==> config.mk <==
export PLATFORM = sky130hd
export DESIGN_NAME = camera_capture_top
export DESIGN_NICKNAME = d
export VERILOG_FILES = /design/src/camera_types_pkg.sv /design/src/capture_ctrl_pkg.sv /design/src/bus_conditioner.sv /design/src/line_tracker.sv /design/src/interleave_scheduler.sv /design/src/capture_fsm.sv /design/src/camera_capture_top.sv
export SDC_FILE = /design/constraint.sdc
export NUM_CORES = 1
export LEC_CHECK = 0
export ABC_AREA = 1
export BUFFER_PORTS_ARGS = -buffer_cell sky130_fd_sc_hd__buf_2
export CAP_MARGIN = 40
export CORE_ASPECT_RATIO = 2
export CORE_UTILIZATION = 49
export CTS_BUF_LIST = sky130_fd_sc_hd__clkbuf_8
export DETAILED_ROUTE_END_ITERATION = 16
export PLACE_DENSITY = 0.65
export SETUP_SLACK_MARGIN = 0.1
export SLEW_MARGIN = 5
export SYNTH_ARGS = -nofsm -noshare
export SYNTH_HDL_FRONTEND = slang
export SYNTH_HIERARCHICAL = 1
export SYNTH_SLANG_ARGS = --single-unit
==> constraint.sdc <==
create_clock -name clk -period 2.2 [get_ports clk]
set_clock_uncertainty 0.2 [all_clocks]
set_input_delay 0.66 -clock clk [delete_from_list [all_inputs] [get_ports clk]]
set_output_delay 0.66 -clock clk [all_outputs]
set_load 0.1 [all_outputs]
==> src/camera_types_pkg.sv <==
// Assumes a 12-bit sensor bus and lines and frames shorter than 4096 samples
package camera_types_pkg;

    // One raw sensor sample as it appears on the parallel data pins
    typedef logic [11:0] pixel_t;

    // Upper byte of a sample, the only part that goes into the FIFO
    typedef logic [7:0] fifo_byte_t;

    // Line index inside a sensor frame, zero based
    typedef logic [11:0] line_num_t;

    // Pixel position inside a line, zero based
    typedef logic [11:0] pixel_count_t;

    // Index of the interleaved frame, enough for 32 of them
    typedef logic [4:0] ilv_index_t;

    // Whole camera bus as one word so every bit sees the same delay
    typedef struct packed {
        logic   pixclk;
        logic   fv;
        logic   lv;
        pixel_t data;
    } cam_bus_t;

    // Conditioned bus, levels are voted and the pulses last one cycle
    typedef struct packed {
        logic   fv;
        logic   lv;
        pixel_t data;
        logic   frame_start;
        logic   line_start;
        logic   line_end;
        logic   sample_pulse;
        // Frame valid low, line valid low and all data bits zero
        logic   out_of_frame;
    } cam_events_t;

    // Position of the sensor inside its frame as seen by the tracker
    typedef struct packed {
        logic      line_active;
        line_num_t line_in_frame;
        line_num_t prev_line;
        logic      line_counted;
        logic      frame_ended;
    } line_status_t;

endpackage

==> src/capture_ctrl_pkg.sv <==
// State encodings fit in 3 bits, the one unused code is treated as BOOT
package capture_ctrl_pkg;

    // Capture FSM states, bring-up first and the image loop last
    typedef enum logic [2:0] {
        BOOT             = 3'd0,
        CAM_UNRESET      = 3'd1,
        WAIT_FRAME_START = 3'd2,
        WAIT_FRAME_END   = 3'd3,
        IDLE             = 3'd4,
        WAIT_BLANKING    = 3'd5,
        STREAMING        = 3'd6
    } capture_state_t;

    // Status sent back from the FSM to the tracking logic
    typedef struct packed {
        // High only while lines are being written to the FIFO
        logic streaming;
        // High once the camera has been brought up on a frame boundary
        logic tracking_enabled;
    } capture_status_t;

endpackage

==> src/bus_conditioner.sv <==
// Needs 8 or more system clocks per pixel clock and a sample_delay of at least 1
`timescale 1ns/1ps

module bus_conditioner #(
    parameter int sync_stages  = 10,
    parameter int sample_delay = 2
) (
    input  logic                          clk,
    input  logic                          reset,
    input  camera_types_pkg::cam_bus_t    cam_in,
    output camera_types_pkg::cam_events_t events
);
    import camera_types_pkg::*;

    // ******************************************************************
    // Synchronizer chain and three word buffer
    // ******************************************************************

    // The whole bus moves together so relative phase is preserved
    cam_bus_t sync_q [sync_stages];
    cam_bus_t buf_q  [3];
    cam_bus_t voted;
    // Registered vote and the output stage where edges are found
    cam_bus_t filt_q;
    cam_bus_t out_q;
    logic     pclk_fall_q;
    logic     frame_start_q;
    logic     frame_end_q;
    logic     line_start_q;
    logic     line_end_q;
    logic [sample_delay-1:0] delay_q;

    // Bitwise two out of three vote removes any single cycle blip
    assign voted = (buf_q[2] & buf_q[1]) | (buf_q[2] & buf_q[0]) | (buf_q[1] & buf_q[0]);

    always_ff @(posedge clk) begin
        if (reset) begin
            sync_q        <= '{default: '0};
            buf_q         <= '{default: '0};
            filt_q        <= '0;
            out_q         <= '0;
            pclk_fall_q   <= 1'b0;
            frame_start_q <= 1'b0;
            frame_end_q   <= 1'b0;
            line_start_q  <= 1'b0;
            line_end_q    <= 1'b0;
            delay_q       <= '0;
        end else begin
            sync_q[0] <= cam_in;
            for (int i = 1; i < sync_stages; i++) begin
                sync_q[i] <= sync_q[i-1];
            end
            buf_q[0] <= sync_q[sync_stages-1];
            buf_q[1] <= buf_q[0];
            buf_q[2] <= buf_q[1];
            filt_q   <= voted;
            out_q    <= filt_q;
            // Edges land in the same cycle as the level change on out_q
            pclk_fall_q   <= out_q.pixclk & ~filt_q.pixclk;
            frame_start_q <= filt_q.fv & ~out_q.fv;
            frame_end_q   <= out_q.fv & ~filt_q.fv;
            line_start_q  <= filt_q.lv & ~out_q.lv;
            line_end_q    <= out_q.lv & ~filt_q.lv;
            // Data settles a few cycles after the pixel clock falls
            delay_q[0] <= pclk_fall_q;
            for (int i = 1; i < sample_delay; i++) begin
                delay_q[i] <= delay_q[i-1];
            end
        end
    end

    // ******************************************************************
    // Event word
    // ******************************************************************

    always_comb begin
        events.fv           = out_q.fv;
        events.lv           = out_q.lv;
        events.data         = out_q.data;
        events.frame_start  = frame_start_q;
        events.line_start   = line_start_q;
        events.line_end     = line_end_q;
        events.sample_pulse = delay_q[sample_delay-1];
        events.out_of_frame = !out_q.fv && !out_q.lv && (out_q.data == '0);
    end

    // The vote keeps frame valid steady and no end follows right after a start
    assert property (@(posedge clk) disable iff (reset)
        frame_start_q |=> !frame_end_q);

endmodule

==> src/line_tracker.sv <==
// Counts hold at zero while tracking is disabled and line_size must be below 4096
`timescale 1ns/1ps

module line_tracker #(
    parameter int line_size = 2592
) (
    input  logic                              clk,
    input  logic                              reset,
    input  camera_types_pkg::cam_events_t     events,
    input  capture_ctrl_pkg::capture_status_t status,
    output camera_types_pkg::line_status_t    line
);
    import camera_types_pkg::*;

    logic         line_active;
    pixel_count_t pix_count;
    line_num_t    line_in_frame;
    line_num_t    prev_line;
    // Set inside a line and cleared when that line is counted
    logic         rearm;
    logic         line_counted;
    logic         frame_ended;
    logic         line_over;

    // Line end is only trusted when every input agrees it is blanking
    assign line_over = !events.lv && !line_active && (events.data == '0) && rearm;

    // ******************************************************************
    // Line state and pixel counter
    // ******************************************************************

    always_ff @(posedge clk) begin
        if (reset || !status.tracking_enabled) begin
            line_active <= 1'b0;
            pix_count   <= '0;
        end else if (line_active) begin
            // Greater or equal so an upset count still leaves the line
            if (pix_count >= line_size) begin
                line_active <= 1'b0;
                pix_count   <= '0;
            end else if (events.sample_pulse) begin
                pix_count <= pix_count + 1'b1;
            end
        end else if (events.lv && !rearm) begin
            // A new line may start only after the last one was counted
            line_active <= 1'b1;
        end
    end

    // ******************************************************************
    // Line counter advanced in the blanking that follows each line
    // ******************************************************************

    always_ff @(posedge clk) begin
        if (reset || !status.tracking_enabled) begin
            line_in_frame <= '0;
            prev_line     <= '0;
            rearm         <= 1'b0;
            line_counted  <= 1'b0;
            frame_ended   <= 1'b0;
        end else begin
            line_counted <= line_over;
            frame_ended  <= events.out_of_frame && !line_active;
            if (line_over) begin
                rearm         <= 1'b0;
                prev_line     <= line_in_frame;
                line_in_frame <= line_in_frame + 1'b1;
            end
            if (line_active) begin
                rearm <= 1'b1;
            end
            // Frame boundary wins over a count in the same cycle
            if (events.out_of_frame && !line_active) begin
                line_in_frame <= '0;
            end
        end
    end

    always_comb begin
        line.line_active   = line_active;
        line.line_in_frame = line_in_frame;
        line.prev_line     = prev_line;
        line.line_counted  = line_counted;
        line.frame_ended   = frame_ended;
    end

    // Line valid must not drop before the last sample of the line is counted
    assert property (@(posedge clk) disable iff (reset)
        line_active && !events.lv |-> pix_count >= line_size);

endmodule

==> src/interleave_scheduler.sv <==
// n_interleave must divide lines_in_frame and be 32 or less
`timescale 1ns/1ps

module interleave_scheduler #(
    parameter int lines_in_frame = 1944,
    parameter int n_interleave   = 8
) (
    input  logic                              clk,
    input  logic                              reset,
    input  camera_types_pkg::cam_events_t     events,
    input  camera_types_pkg::line_status_t    line,
    input  capture_ctrl_pkg::capture_status_t status,
    output camera_types_pkg::line_num_t       target_line,
    output logic                              all_frames_done
);
    import camera_types_pkg::*;

    // Two lines read then 2n-2 skipped, so the mean step is still n
    localparam int jump_size       = 2 * n_interleave - 1;
    localparam int lines_per_frame = lines_in_frame / n_interleave;

    // Three copies of the target, an upset in one is outvoted
    line_num_t  target_copy [3];
    line_num_t  line_in_ilv;
    ilv_index_t frame_idx;
    line_num_t  step_target;
    logic       last_line;
    logic       advance;

    assign target_line = (target_copy[2] & target_copy[1])
                       | (target_copy[2] & target_copy[0])
                       | (target_copy[1] & target_copy[0]);

    // Move on only after the target line was counted, in line blanking
    assign advance   = line.line_counted && !events.lv && (line.prev_line == target_line);
    assign last_line = (line_in_ilv >= lines_per_frame - 1);

    // ******************************************************************
    // Next target inside the current interleaved frame
    // ******************************************************************

    always_comb begin
        if (!target_line[0]) begin
            // Even line, take its odd partner to keep the Bayer pair
            step_target = target_line + 1'b1;
        end else if (target_line < lines_in_frame - jump_size) begin
            step_target = target_line + line_num_t'(jump_size);
        end else begin
            // Past the end, fill in a pair half that an earlier frame lost
            step_target = target_line + line_num_t'(n_interleave);
        end
    end

    always_ff @(posedge clk) begin
        if (reset || !status.streaming) begin
            target_copy     <= '{default: '0};
            line_in_ilv     <= '0;
            frame_idx       <= '0;
            all_frames_done <= 1'b0;
        end else if (advance) begin
            if (last_line) begin
                line_in_ilv <= '0;
                if (frame_idx >= n_interleave - 1) begin
                    all_frames_done <= 1'b1;
                end else begin
                    frame_idx <= frame_idx + 1'b1;
                    // Each new frame starts two lines further down
                    for (int i = 0; i < 3; i++) begin
                        target_copy[i] <= line_num_t'(2 * (frame_idx + 1));
                    end
                end
            end else begin
                line_in_ilv <= line_in_ilv + 1'b1;
                for (int i = 0; i < 3; i++) begin
                    target_copy[i] <= step_target;
                end
            end
        end else if (target_line >= lines_in_frame) begin
            // Target can never match again, so the image ends short
            all_frames_done <= 1'b1;
        end
    end

endmodule

==> src/capture_fsm.sv <==
// boot_cycles sets both the camera reset hold and the settle time after release
`timescale 1ns/1ps

module capture_fsm #(
    parameter int boot_cycles = 50_000_000
) (
    input  logic                              clk,
    input  logic                              reset,
    input  camera_types_pkg::cam_events_t     events,
    input  camera_types_pkg::line_status_t    line,
    input  camera_types_pkg::line_num_t       target_line,
    input  logic                              all_frames_done,
    input  logic                              request_image,
    output logic                              camera_reset_bar,
    output capture_ctrl_pkg::capture_status_t status,
    output logic                              image_started,
    output logic                              image_finished,
    output logic                              keep_pixel
);
    import capture_ctrl_pkg::*;

    localparam int timer_w = $clog2(boot_cycles + 1);

    capture_state_t     state;
    capture_state_t     state_next;
    logic [timer_w-1:0] timer;
    logic               timer_done;

    // Timer restarts on every state change and saturates at the end
    assign timer_done = (timer >= boot_cycles - 1);

    // ******************************************************************
    // Next state
    // ******************************************************************

    always_comb begin
        state_next = state;
        case (state)
            BOOT: begin
                if (timer_done) begin
                    state_next = CAM_UNRESET;
                end
            end
            CAM_UNRESET: begin
                if (timer_done) begin
                    state_next = WAIT_FRAME_START;
                end
            end
            // One whole frame passes so tracking starts on a boundary
            WAIT_FRAME_START: begin
                if (events.fv) begin
                    state_next = WAIT_FRAME_END;
                end
            end
            WAIT_FRAME_END: begin
                if (events.out_of_frame) begin
                    state_next = IDLE;
                end
            end
            IDLE: begin
                if (request_image) begin
                    state_next = WAIT_BLANKING;
                end
            end
            WAIT_BLANKING: begin
                if (events.out_of_frame) begin
                    state_next = STREAMING;
                end
            end
            STREAMING: begin
                if (all_frames_done) begin
                    state_next = IDLE;
                end
            end
            // Unused code falls back to a full restart
            default: begin
                state_next = BOOT;
            end
        endcase
    end

    always_ff @(posedge clk) begin
        if (reset) begin
            state            <= BOOT;
            timer            <= '0;
            camera_reset_bar <= 1'b0;
        end else begin
            state <= state_next;
            if (state_next != state) begin
                timer <= '0;
            end else if (!timer_done) begin
                timer <= timer + 1'b1;
            end
            // Registered so the camera reset pin never glitches
            camera_reset_bar <= (state_next != BOOT);
        end
    end

    // ******************************************************************
    // Outputs
    // ******************************************************************

    always_comb begin
        status.streaming        = (state == STREAMING);
        status.tracking_enabled = (state == IDLE) || (state == WAIT_BLANKING) || status.streaming;
        image_started           = status.streaming;
        image_finished          = !status.streaming;
        keep_pixel = line.line_active && (line.line_in_frame == target_line) && status.streaming;
    end

    // Keep only inside a running image that the scheduler has not closed
    assert property (@(posedge clk) disable iff (reset)
        keep_pixel |-> image_started && !all_frames_done);

endmodule

==> src/camera_capture_top.sv <==
// Camera bus is asynchronous to clk, and the FIFO is assumed never to fill
`timescale 1ns/1ps

module camera_capture_top #(
    parameter int sync_stages    = 10,
    parameter int sample_delay   = 2,
    parameter int line_size      = 2592,
    parameter int lines_in_frame = 1944,
    parameter int n_interleave   = 8,
    parameter int boot_cycles    = 50_000_000
) (
    input  logic                         clk,
    input  logic                         reset,
    input  camera_types_pkg::cam_bus_t   cam_in,
    input  logic                         request_image,
    output logic                         camera_reset_bar,
    output logic                         image_started,
    output logic                         image_finished,
    output camera_types_pkg::fifo_byte_t data_for_fifo,
    output logic                         sample_pixel_pulse,
    output logic                         keep_pixel
);
    import camera_types_pkg::*;
    import capture_ctrl_pkg::*;

    cam_events_t     events;
    line_status_t    line_status;
    line_num_t       target_line;
    logic            all_frames_done;
    capture_status_t status;

    // FIFO takes the upper byte on every strobe, keep_pixel is its enable
    assign data_for_fifo      = events.data[11:4];
    assign sample_pixel_pulse = events.sample_pulse;

    bus_conditioner #(
        .sync_stages (sync_stages),
        .sample_delay(sample_delay)
    ) u_bus_conditioner (
        .clk   (clk),
        .reset (reset),
        .cam_in(cam_in),
        .events(events)
    );

    line_tracker #(
        .line_size(line_size)
    ) u_line_tracker (
        .clk   (clk),
        .reset (reset),
        .events(events),
        .status(status),
        .line  (line_status)
    );

    interleave_scheduler #(
        .lines_in_frame(lines_in_frame),
        .n_interleave  (n_interleave)
    ) u_interleave_scheduler (
        .clk            (clk),
        .reset          (reset),
        .events         (events),
        .line           (line_status),
        .status         (status),
        .target_line    (target_line),
        .all_frames_done(all_frames_done)
    );

    capture_fsm #(
        .boot_cycles(boot_cycles)
    ) u_capture_fsm (
        .clk             (clk),
        .reset           (reset),
        .events          (events),
        .line            (line_status),
        .target_line     (target_line),
        .all_frames_done (all_frames_done),
        .request_image   (request_image),
        .camera_reset_bar(camera_reset_bar),
        .status          (status),
        .image_started   (image_started),
        .image_finished  (image_finished),
        .keep_pixel      (keep_pixel)
    );

endmodule

Word level (Yosys, flattened, before mapping)

Cells that the tools add are included.

Add/subtract/negate cells: 9
Bitwise logic cells: 13
Muxes and demuxes: 24
Equality and inequality tests: 12
Magnitude comparators: 6
Reductions and logical operators: 33

Operator list:

| cell                                                   | count |
|---|---|
| two-way mux 36 bit                                     | 2 |
| two-way mux 12 bit                                     | 5 |
| adder 12 x 1 -> 12 bit (second input constant)         | 4 |
| bitwise AND 15 bit                                     | 3 |
| bitwise AND 12 bit                                     | 3 |
| OR 15 bit                                              | 2 |
| adder 26 x 1 -> 26 bit (second input constant)         | 1 |
| >= comparator 26 bit (second input constant)           | 1 |
| adder 12 x 4 -> 12 bit (second input constant)         | 2 |
| equality test 12 bit                                   | 2 |
| OR 12 bit                                              | 2 |
| two-way mux 3 bit                                      | 7 |
| one-hot mux 3 bit (7 select lines)                     | 1 |
| >= comparator 12 x 11 -> 1 bit (second input constant) | 1 |
| >= comparator 12 bit (second input constant)           | 1 |
| >= comparator 12 x 8 -> 1 bit (second input constant)  | 1 |
| zero test 12 bit                                       | 1 |
| < comparator 12 x 11 -> 1 bit (second input constant)  | 1 |
| logical AND 1 bit                                      | 11 |
| equality test 3 bit (second input constant)            | 3 |
| two-way mux 1 bit                                      | 9 |
| adder 5 x 1 -> 6 bit (second input constant)           | 1 |
| equality test 3 x 2 -> 1 bit (second input constant)   | 2 |
| zero test 1 bit                                        | 6 |
| 15 further kinds                                       | 25 |

Output and inout bits: 13
Register bits: 351
Bits of input ports: 18
Logic and storage cells: 174

Logic depth before layout (Yosys ltp)

Depth in word-level cells: 7
Gate-level depth with buffers: 15

By module

The synthesis kept the hierarchy.

Modules (own cells, without submodules):

| module               | cells an instance | area each (sq um) | times used | sequential area each (sq um) |
|---|---|---|---|---|
| bus_conditioner      | 768               | 7120.6            | 1          | 4624.4 |
| interleave_scheduler | 434               | 2567.5            | 1          | 600.6 |
| capture_fsm          | 372               | 2254.7            | 1          | 600.6 |
| line_tracker         | 305               | 2006.9            | 1          | 800.8 |

Worst setup path after synthesis

OpenSTA, ideal clock, no wires.

Path kind: register to output
Start: register u_capture_fsm.state[1]
End: output port keep_pixel
Setup slack: -2685 ps
Cell stages (with the launch flop): 8
Arrival time: 4025 ps
Data required time: 1340 ps
Buffers on the path: 1
Cells stage by stage: dfxtp_1 -> buf_4 -> inv_2 -> nor3_2 -> inv_2 -> a21oi_1 -> nand4_1 -> nor2_1

Longest elaborated chain between the ends: 2

Ends and longest elaborated chain:

| element                | RTL line                 | source |
|---|---|---|
| start, declared        | capture_fsm.sv:24        | `capture_state_t state;` |
| start signal, assigned | capture_fsm.sv:88        | `state <= state_next;` |
| equality test 3 bit    | capture_fsm.sv:104       | `status.streaming = (state == STREAMING);` |
| via image_started      | camera_capture_top.sv:17 | `output logic image_started,` |
| logical AND 1 bit      | capture_fsm.sv:108       | `keep_pixel = line.line_active && (line.line_in_frame == target_line) && status.streaming;` |
| end, declared          | camera_capture_top.sv:21 | `output logic keep_pixel` |

The timed path passes the listed nets, and every way through them passes these cells.

Final worst setup path

Start: register u_interleave_scheduler/target_copy[28] (netlist bit)
End: output port keep_pixel

Longest elaborated chain between the ends: 6
Elaborated cells between the ends (all ways): 7

Ends and longest elaborated chain:

| element                           | RTL line                   | source |
|---|---|---|
| start, declared                   | interleave_scheduler.sv:23 | `line_num_t target_copy [3];` |
| start signal, assigned by index   | interleave_scheduler.sv:69 | `target_copy[i] <= line_num_t'(2 * (frame_idx + 1));` |
| start signal, assigned by index   | interleave_scheduler.sv:75 | `target_copy[i] <= step_target;` |
| bitwise AND 12 bit                | interleave_scheduler.sv:31 | `\| (target_copy[2] & target_copy[0])` |
| OR 12 bit                         | interleave_scheduler.sv:31 |  |
| OR 12 bit *                       | interleave_scheduler.sv:32 | `\| (target_copy[1] & target_copy[0]);` |
| equality test 12 bit *            | capture_fsm.sv:108         |  |
| logical AND 1 bit * (2 in series) | capture_fsm.sv:108         |  |

Every way passes the cells marked *; elsewhere a longest branch is shown, timed or not.

==> summary.txt <==
Status
  – Status: complete, but fails checks
  – Failing checks: negative setup slack

Synth
  – Avg Cell Area, Syn: 7.41 µm²
  – Syn Nets: 1894
  – YS warnings: 6
  – Mapped Cells: 1865
  – Mapped Area: 13800 µm²

GRT
  – Grt ovf: 0
  – Initial antenna violation count: 1
  – Vias in the first global route: 10800
  – First-pass GRT wire length: 49.4 mm
  – Largest net degree at the start of global routing: 117
  – All-layer global routing usage: 21.7%

Route
  – Max Used Layer: met4
  – Via Count: 11300
  – M1 WL: 10.6 mm
  – DRT Pass-1 Iters: 5
  – DR vias/cell: 4.74
  – Initial DRC Count: 400
  – DR DRC count: 0
  – Met2 WL post-DR: 17.5 mm
  – Drt total wl: 31.4 mm
  – Wire per inst: 13.2 µm
  – DRT antenna net count: 0
  – Routed met3 length: 1.03 mm

Cells and area
  – Layout Nets: 2027
  – Layout Cells excl Fill: 2382
  – Share of cells above drive strength 1: 22.1%
  – Area Overhead vs Synth: 20.2%
  – Fillers: 2542

Setup path
  – Crit path max fanout: 2
  – Crit path DAT: 1870 ps
  – CP Class: register to output pin
  – CP required: 1340 ps
  – CP delay by family, top: simple AND/OR/NAND/NOR gates
  – WP buf/inv: 1
  – Slowest library cell on the worst path: dfxtp_2
  – Cell Chain, Critical Path: xor2_1, nor4_2, nand4_1, nor2_4, buf_12
  – Worst Reg2Reg Path Length in Cells: 11
  – Crit start category: register
  – Worst setup EP type: output pin
  – Max incr delay on CP: 340 ps
  – Crit path depth: 5

Timing
  – Hold Vio Cnt, Final: 0
  – Slew HR: 65.7%
  – Setup violations, final: 3
  – TNS Setup: -901 ps
  – Least-Margin Pin Slew: 514 ps
  – Max Slew Vio Count: 0
  – RSZ-0062 raised after global routing: true
  – Final period utilization: 124%
  – Highest clock rate: 366 MHz
  – Final hold slack: 103 ps
  – Setup slack after layout: -534 ps
  – Period minus WS final: 2730 ps

Floorplanning
  – Site row count: 86
  – Core ar.: 27700 µm²
  – Die H: 239 µm
  – Die width: 121 µm
  – Io pins: 31
  – Starting density of the core: 50.0%
  – Die area: 28900 µm²

Clock network
  – TritonCTS Buffers: 45
  – Clk slew on worst S/H paths: 70 ps
  – Clk buf depth: 3
  – H-tree depth: 2
  – Clock Sinks: 327
  – Clock Latency Late Sink: 580 ps
  – CTS tree: yes
  – Clock root buffer: clkbuf_8

Power
  – Leakage power: 6.75 nW
  – Fraction of power consumed by sequential logic: 55.6%
  – Psw: 2.34 mW
  – Clock power share: 42.3%
  – Pwr/cell area: 647 nW/µm²
  – Comb pwr share: 2.1%
  – Max VDD drop: 0.841 mV
  – Sw frac: 21.7%
  – Int Pwr: 8.41 mW

Hold path
  – HP Class: input pin to register
  – Worst hold stages: 3

Placement
  – Final HPWL DP: 22.1 mm
  – Placed Cells incl. Taps: 2273
  – Final GP Congestion: 1.00
  – Dpl ws: -42.7 ps
  – Buffers on Ports: 30

Flow run
  – Max_cap viols: 0
## repair_timing
action                                 4_1_cts  5_1_grt
pin swaps                                    7       40
gates cloned                                 1        2
endpoints found under the hold margin        0        0
resized for setup                           74      156
hold buffers                                 0        0
buffers inserted                             7       22
setup endpoints to repair                   53       60
## flip-flops by register name, indices dropped and copies added, names as in the netlist, 2 cells and up, named ones only
| signal | flops |
|---|---|
| u_line_tracker/pix_count | 12 |
| u_capture_fsm/state | 3 |
| u_interleave_scheduler/line_in_ilv | 12 |
| u_bus_conditioner/sync_q | 150 |
| u_line_tracker/line_in_frame | 12 |
| u_capture_fsm/timer | 26 |
| u_interleave_scheduler/frame_idx | 5 |
| u_bus_conditioner/filt_q | 15 |
| u_line_tracker/prev_line | 12 |
| u_bus_conditioner/events | 14 |
| u_bus_conditioner/buf_q | 45 |
| u_bus_conditioner/delay_q | 2 |
| u_interleave_scheduler/target_copy | 11 |
## worst register-to-register path: cells and delay by family (launching register included)
family	cells	cell delay [ps]
fa+ha+maj	1	140
simple gates	3	210
flops	1	330
compound gates	3	610
buf+inv	4	510
## cells in the final DEF, fill, tap and decap left out, types with 12 or more instances in the layout
master / count
a21oi_1: 75
buf_12: 24
buf_2: 16
buf_4: 91
buf_6: 17
clkbuf_8: 56
dfxtp_1: 289
dfxtp_2: 33
inv_1: 353
inv_2: 26
nand2_1: 326
nand2_2: 34
nand3_1: 64
nand4_1: 18
nor2_1: 351
nor2_2: 18
nor2_4: 63
nor3_1: 12
o21ai_0: 16
xor2_1: 26
## stage by stage
stage                     cell area [µm²]  total power [mW]  utilization (%)
after floorplan                     13900              6.29                -
after global placement              14700              6.29             53.1
after detailed placement            14700              6.30             53.1
after CTS                           15900              10.9             57.5
after global routing                16600              11.2             60.1
final                               16600              10.8             60.1
## per-layer routing
| metal | up-vias | GRT usage (%) |
|---|---|---|
| met1 | 5179 | 18.4 |
| met2 | 217 | 43.8 |
| li1 | 5788 | - |
| met5 | - | 0 |
| met4 | 0 | 15.7 |
| met3 | 104 | 3.62 |
## power by group through the flow
stage	Clock (mW)	Combinational (mW)	Sequential, mW
after floorplan	0	0.176	6.11
final	4.55	0.222	5.98
after global placement	0	0.175	6.12
after global routing	4.96	0.246	5.98
after detailed placement	0	0.178	6.12
after CTS	4.72	0.188	5.98
## final timing paths
check | startpoint | to | slack (ps)
worst min-delay path | cam_in[2] | u_bus_conditioner/sync_q[137]$_SDFF_PP0_ | 100
worst min register to register | u_bus_conditioner/sync_q[27]$_SDFF_PP0_ | u_bus_conditioner/sync_q[12]$_SDFF_PP0_ | 180
worst max register to register | u_interleave_scheduler/line_in_ilv[0]$_SDFFE_PP0P_ | u_interleave_scheduler/target_copy[28]$_SDFFE_PP0P_ | 100
worst max-delay path | u_interleave_scheduler/target_copy[28]$_SDFFE_PP0P_ | keep_pixel | -530
## final cells by class
class                           count  area, µm²  share of cell area, %
Clock buffer                       55        757                   4.56
Timing Repair Buffer              152       1530                   9.19
Multi-Input combinational cell   1100       5730                   34.5
Antenna cell                        1       2.50                 0.0151
Clock inverter                     23        126                  0.761
Sequential cell                   327       6610                   39.8
Inverter                          372       1420                   8.55
Tap cell                          352        440                   2.65
No activity file was read; power rests on OpenSTA's default activity.
